**src/common/tinker_pkg.sv**
```systemverilog
// Shared types, opcodes, field positions and opcode classes; imported by every core module
package tinker_pkg;

    localparam int XLEN = 64;                        // Data and address width

    typedef logic [XLEN-1:0] word_t;                 // Register or address value
    typedef logic [31:0]     instr_t;                // Fetched instruction word
    typedef logic [4:0]      reg_addr_t;             // Register index

    // ----------------------------------------------------------
    // Instruction encoding
    // ----------------------------------------------------------
    typedef enum logic [4:0] {
        op_and     = 5'b00000,
        op_or      = 5'b00001,
        op_xor     = 5'b00010,
        op_not     = 5'b00011,
        op_shftr   = 5'b00100,
        op_shftri  = 5'b00101,                       // Arithmetic right shift
        op_shftl   = 5'b00110,
        op_shftli  = 5'b00111,
        op_br      = 5'b01000,
        op_brr     = 5'b01001,
        op_addi2   = 5'b01010,                       // Second addi encoding
        op_subi2   = 5'b01011,                       // Second subi encoding
        op_brgt    = 5'b01110,
        op_load    = 5'b10000,
        op_mov_rr  = 5'b10001,
        op_mov_lit = 5'b10010,
        op_store   = 5'b10011,
        op_add     = 5'b11000,
        op_addi    = 5'b11001,
        op_sub     = 5'b11010,
        op_subi    = 5'b11011,
        op_mul     = 5'b11100,
        op_div     = 5'b11101,
        op_halt    = 5'b11111
    } opcode_t;

    localparam int OPCODE_LSB = 27;                  // Opcode in [31:27]
    localparam int DEST_LSB   = 22;                  // rd in [26:22]
    localparam int SRC1_LSB   = 17;                  // rs in [21:17]
    localparam int SRC2_LSB   = 12;                  // rt in [16:12]
    localparam int IMM_WIDTH  = 12;                  // Literal in [11:0]

    localparam word_t INSTR_BYTES      = 64'd4;      // Sequential PC step
    localparam word_t RESET_PC_DEFAULT = 64'h2000;   // First fetch address

    // ----------------------------------------------------------
    // Memory port and control strobes
    // ----------------------------------------------------------
    typedef struct packed {
        logic  valid;                                // Request pending
        logic  write;                                // Store when set
        word_t addr;
        word_t wdata;
    } mem_req_t;

    typedef struct packed {
        logic  ready;                                // Accepts request this cycle
        word_t rdata;                                // Valid in the transfer cycle
    } mem_rsp_t;

    typedef struct packed {
        logic ir_load;
        logic alu_load;
        logic mdr_load;
        logic pc_load;
        logic reg_write;
        logic mem_to_reg;                            // Writeback takes loaded data
    } ctrl_t;

    // Opcode classes
    function automatic logic is_load_op(opcode_t op);
        return op == op_load;
    endfunction

    function automatic logic is_store_op(opcode_t op);
        return op == op_store;
    endfunction

    function automatic logic is_branch_op(opcode_t op);
        return op inside {op_br, op_brr, op_brgt};
    endfunction

    function automatic logic uses_immediate(opcode_t op);
        return op inside {op_addi, op_addi2, op_subi, op_subi2, op_shftri, op_shftli,
                          op_mov_lit, op_load, op_store};
    endfunction

    function automatic logic src1_from_dest(opcode_t op);
        return op inside {op_addi, op_addi2, op_subi, op_subi2, op_shftri, op_shftli};
    endfunction

    // Call, return and unknown codes fall outside and write nothing
    function automatic logic writes_register(opcode_t op);
        return op inside {op_add, op_addi, op_addi2, op_sub, op_subi, op_subi2, op_mul,
                          op_div, op_and, op_or, op_xor, op_not, op_shftr, op_shftri,
                          op_shftl, op_shftli, op_mov_rr, op_mov_lit, op_load};
    endfunction

endpackage

```
**src/control/tinker_control.sv**
```systemverilog
// Instruction-cycle FSM of the core; sequences fetch to writeback and owns the memory strobes
`timescale 1ns/1ps

module tinker_control (
    input  logic                clk,
    input  logic                reset,
    input  tinker_pkg::opcode_t opcode,
    input  logic                branch_taken,
    input  logic                mem_ready,
    output tinker_pkg::ctrl_t   ctrl,
    output logic                mem_valid,
    output logic                mem_write,
    output logic                mem_is_fetch,
    output logic                hlt
);
    import tinker_pkg::*;

    typedef enum logic [2:0] {
        FETCH,
        DECODE,
        EXECUTE,
        MEMORY,
        WRITEBACK,
        HALTED
    } state_t;

    state_t state;
    state_t next_state;
    logic   xfer;                                    // Handshake completes
    logic   take_branch;                             // Redirect at end of EXECUTE

    assign xfer        = mem_valid && mem_ready;
    assign take_branch = is_branch_op(opcode) && branch_taken;

    // ----------------------------------------------------------
    // Next state
    // ----------------------------------------------------------
    always_comb begin
        next_state = state;
        case (state)
            FETCH: begin
                if (xfer) next_state = DECODE;       // Wait out back-pressure
            end
            DECODE: begin
                next_state = (opcode == op_halt) ? HALTED : EXECUTE;
            end
            EXECUTE: begin
                if (take_branch) begin
                    next_state = FETCH;              // No writeback after taken branch
                end else if (is_load_op(opcode) || is_store_op(opcode)) begin
                    next_state = MEMORY;
                end else begin
                    next_state = WRITEBACK;
                end
            end
            MEMORY: begin
                if (xfer) next_state = WRITEBACK;
            end
            WRITEBACK: next_state = FETCH;
            HALTED:    next_state = HALTED;          // Left only by reset
            default:   next_state = FETCH;
        endcase
    end

    // Request strobes are registered, so they rise with FETCH/MEMORY entry
    always_ff @(posedge clk or posedge reset) begin
        if (reset) begin
            state     <= FETCH;
            mem_valid <= 1'b0;
            mem_write <= 1'b0;
        end else begin
            state     <= next_state;
            mem_valid <= (next_state == FETCH) || (next_state == MEMORY);
            mem_write <= (next_state == MEMORY) && is_store_op(opcode);
        end
    end

    // ----------------------------------------------------------
    // Datapath enables
    // ----------------------------------------------------------
    assign ctrl.ir_load    = (state == FETCH) && xfer;
    assign ctrl.alu_load   = (state == EXECUTE);
    assign ctrl.mdr_load   = (state == MEMORY) && xfer && is_load_op(opcode);
    assign ctrl.pc_load    = ((state == EXECUTE) && take_branch) || (state == WRITEBACK);
    assign ctrl.reg_write  = (state == WRITEBACK) && writes_register(opcode);
    assign ctrl.mem_to_reg = is_load_op(opcode);

    assign mem_is_fetch = (state == FETCH);
    assign hlt          = (state == HALTED);         // One cycle after halt decode

endmodule

```
**config.mk**
```make
export PLATFORM = sky130hd
export DESIGN_NAME = tinker_control
export DESIGN_NICKNAME = d
export VERILOG_FILES = /design/src/common/tinker_pkg.sv /design/src/control/tinker_control.sv
export SDC_FILE = /design/constraint.sdc
export NUM_CORES = 1
export LEC_CHECK = 0
export ABC_CLOCK_PERIOD_IN_PS = 2300
export CORE_UTILIZATION = 30
export CTS_CLUSTER_DIAMETER = 100
export CTS_CLUSTER_SIZE = 25
export DETAILED_ROUTE_END_ITERATION = 6
export DONT_BUFFER_PORTS = 1
export GPL_ROUTABILITY_DRIVEN = 0
export SLEW_MARGIN = 20
export SYNTH_ARGS = -nofsm -noshare
export SYNTH_HDL_FRONTEND = slang
export SYNTH_SLANG_ARGS = --single-unit
```
**constraint.sdc**
```tcl
create_clock -name clk -period 2.3 [get_ports clk]
set_input_delay 0.115 -clock clk [delete_from_list [all_inputs] [get_ports clk]]
set_output_delay 0.115 -clock clk [all_outputs]
set_load 0.02 [all_outputs]
```
# [Yosys cells after proc, flatten, opt, wreduce, memory -nomap -nowiden]
# Cells that the tools add are included.
[op_classes] n_eq_ne=29 n_mux=6 n_reduce_logical=16
[op_table] cell="$eq A5 B5 Y1 const B" count=11
[op_table] cell="$eq A5 B4 Y1 const B" count=5
[op_table] cell="$eq A5 B3 Y1 const B" count=4
[op_table] cell="$reduce_bool A19 Y1" count=1
[op_table] cell="$mux W3" count=5
[op_table] cell="$pmux W3 S5" count=1
[op_table] cell="$eq A5 B2 Y1 const B" count=2
[op_table] cell="$eq A3 B2 Y1 const B" count=3
[op_table] cell="$logic_and A1 B1 Y1" count=8
[op_table] cell="$eq A3 B3 Y1 const B" count=2
[op_table] cell="$logic_not A3 Y1" count=2
[op_table] cell="$eq A5 B1 Y1 const B" count=1
[op_table] cell="$logic_not A5 Y1" count=1
[op_table] cell="$eq A3 B1 Y1 const B" count=1
[op_table] cell="$logic_or A1 B1 Y1" count=3
[op_table] cell="$reduce_bool A3 Y1" count=1
[totals] reg_bits=5 word_cells=54

# [Logic depth before layout (Yosys ltp)]
[logic_depth] word_depth=7 mapped_depth=5 depth_no_buf=4

# [Worst setup path after synthesis]
# No wires, ideal clock.
[synth_path] kind="register to register" from="register state[0]" to="register state[0]" arrival_ns=1.483 path_slack_ns=0.752 stages_incl_launch_ff=5 n_path_buf=1 period_less_slack_ns=1.548 cell_sequence="dfrtp_1 buf_6 nor3_1 and3_1 a211o_1"
[synth_via] elab_chain_cells=2
[synth_lines] item="start, declared" line_no="tinker_control.sv:27" source="state_t state;"
[synth_lines] item="start signal, assigned" line_no="tinker_control.sv:72" source="state <= next_state;"
[synth_lines] item="$logic_not A3 Y1"
[synth_lines] item="named net mem_is_fetch" line_no="tinker_control.sv:13" source="output logic mem_is_fetch,"
[synth_lines] item="$pmux W3 S5" line_no="tinker_control.sv:40" source="case (state)"
[synth_lines] item="named net next_state[0]" line_no="tinker_control.sv:28" source="state_t next_state;"
# The timed path passes the listed nets, and every way through them passes these cells.

==> results.toml <==
[setup_path]
crit_type = "flop to output port"
worst_path_largest_cell_delay_ps = 440
regToRegStartpoint = "state[0]"
worst_ep_arrival_time_ps = 1610
critPathLaunchType = "flop"
crit_path_start = "state[1]"
path_max_fanout = 8
required_ps = 2180
path_cells = "nand2b_1 > a2111o_1 > a21oi_1"
crit_path_end_kind = "output port"
worst-path-buf-inv = 0
slowest_stage = "dfrtp_1"
crit_family = "compound AO/OA/AOI/OAI gates"

[power]
powerDensity_nw_per_um2 = 973.5
fin_total_pwr_uw = 470.2
p_leak_uw = 0.0001923
p_comb_share_pct = 42.2
p_clk_share_pct = 21.8
p_int_uw = 258.8
p_sw_share_pct = 44.96
peakVddDrop_mv = 0.3739
pwr-share-seq_pct = 36.0
switchingPower_uw = 211.4

[clock_network]
cts-htree-levels = 1
cts.sinks = 5
clk_latency_ps = 240
cts_tree = "built"
cts_root_buffer = "clkbuf_4"
clock_path_buffers = 2
cts_made_buffers = 3
cts.reportedPaths.clkPinSlew_ps = 40

[layout]
mostFrequentLayoutCells = "nor2_1, dfrtp_1, nor3_1"
fin_cells = 71
drive_above_1_share_pct = 16.07
antenna_cells = 0
areaGrowthSynthToFinish_pct = 12.54
nNetsFinal = 66

[global_routing]
grt.overflow.total = 0
grt_max_degree = 11
antenna_found_initial = 0
grt_pass1_wl_mm = 1.449
grt_pass1_vias = 364
grt.total_usage_pct = 13.72

[die]
die-area_um2 = 1586
core-area_um2 = 1318
io_pins = 19
dieHeight_um = 39.82
die_x_um = 39.82
core.rowCount = 13
initial_core_util_pct = 32.57

[detailed_routing]
drtPass1Iterations = 4
detailedRoute.firstIterationViolations = 11
via_per_inst = 5.718
via_count = 406
wl_per_cell_um = 13.04
drc_errors = 0
wl_um = 926
ant_nets = 0

[timing]
slew_violations = 0
max_slew_margin_pct = 58.85
post-route-min-period_ps = 1726
worstMarginPinSlew_ps = 612.5
setup_viol = 0
min_period_over_period_pct = 75.02
rsz0062_at_grt = "no"
worst_clock_skew_ps = 1.554
finalSetupTns_ps = 0
max_freq_ghz = 0.5795
hold_violations = 0

[synthesis]
synth_area_per_cell_um2 = 8.415
ys_warn_count = 0
async_flop_share_pct = 100.0
ys.flop_type = "dfrtp_1"
syn_area_um2 = 429.2
synth_cell_types = 28
synth_edf_count = 0
syn-num-nets = 60
ys_seq_area_share_pct = 29.15
synth-seq-cells = 5
syn_inst = 51

[min_path]
hp-class = "primary input to flop"
min_from = "opcode[0]"

[status]
status = "complete, no violations"

[run]
max_cap_viol_count = 0

[place]
hpwl_um = 734.1
portBuffers = 0
post-place-cells = 65
repair_timing:
item	CTS	global route
hold buffers	2	0
resized for setup	0	0
setup buffers	0	0
endpoints found under the hold margin	6	0
cell usage after synthesis (2+ instances only):
master | number | share of area (%)
nand3_1 | 2 | 2.3
nor2_1 | 5 | 4.4
nor3_1 | 4 | 4.7
nor4_2 | 2 | 5.8
nand3b_1 | 2 | 3.5
a21oi_1 | 3 | 3.5
nand2_1 | 3 | 2.6
inv_1 | 2 | 1.7
or2_1 | 2 | 2.9
dfrtp_1 | 5 | 29
o21ai_0 | 2 | 2.3
a22o_1 | 2 | 4.1
nand2b_1 | 2 | 2.9
layer usage:
| metal | up-vias | track usage (%) | part of all wire [%] |
|---|---|---|---|
| li1 | 200 | - | - |
| met1 | 181 | 19.19 | 47 |
| met2 | 23 | 18.03 | 42 |
| met3 | 2 | 2.273 | 9.1 |
| met4 | 0 | 10.34 | 1.3 |
| met5 | - | 0 | 0 |
state kept, by name, indices dropped and copies added, names as in the netlist:
name       count
mem_valid      1
mem_write      1
state          3
path summary, 6_finish.rpt:
check                            endpoint  slack (ps)  cells after the start
worst max-delay path              ctrl[1]         570                      3
max in group asynchronous        state[0]        1930                      2
worst min-delay path            mem_write          10                      2
worst min register to register  mem_valid         690                      2
worst max register to register   state[0]         880                      4
min in group asynchronous       mem_valid         210                      2
area by class of cell:
class	count	area [µm²]
inverters	2	7.507
multi-input cells	42	277.8
clock buffers	4	26.28
repair buffers	3	27.53
fillers	144	834.6
well taps	15	18.77
flip-flops and latches	5	125.1
power groups by stage:
stage	Combinational (µW)	Sequential, µW	Clock (µW)
after CTS	200	169	106
after global placement	196	169	0
after global routing	217	177	111
final	199	169	103
after detailed placement	196	171	0
after floorplan	187	148	0
through the flow:
stage	setup slack, ps	utilization, %	instance area (µm²)	hold WS [ps]
finish	574.5	36.66	483.0	10.71
global route	495.1	36.66	483.0	18.65
CTS	560.7	36.66	483.0	5.966
detailed placement	820.3	33.14	436.7	-83.61
global placement	834.3	33.14	436.7	-82.22
floorplan	752.2	-	429.2	-106.5
cell families (layout without fill, tap and decap cells):
logic type                count (synthesis)  after routing  share of synthesized area, %
and+or+nand+nor                          28             28                         39.94
buffers and inverters                     4              9                         6.124
xor gates and xnor gates                  1              1                         2.041
DFF                                       5              5                         29.15
AOI/OAI and AO/OA                        13             13                         22.74
worst reg2reg max path, delay by kind of cell, from the launching register on:
family                 cells  cell delay, ps
AOI/OAI and AO/OA          1             250
and+or+nand+nor            2             340
buffers and inverters      1             170
DFF                        1             530
No activity file was read; power rests on OpenSTA's default activity.
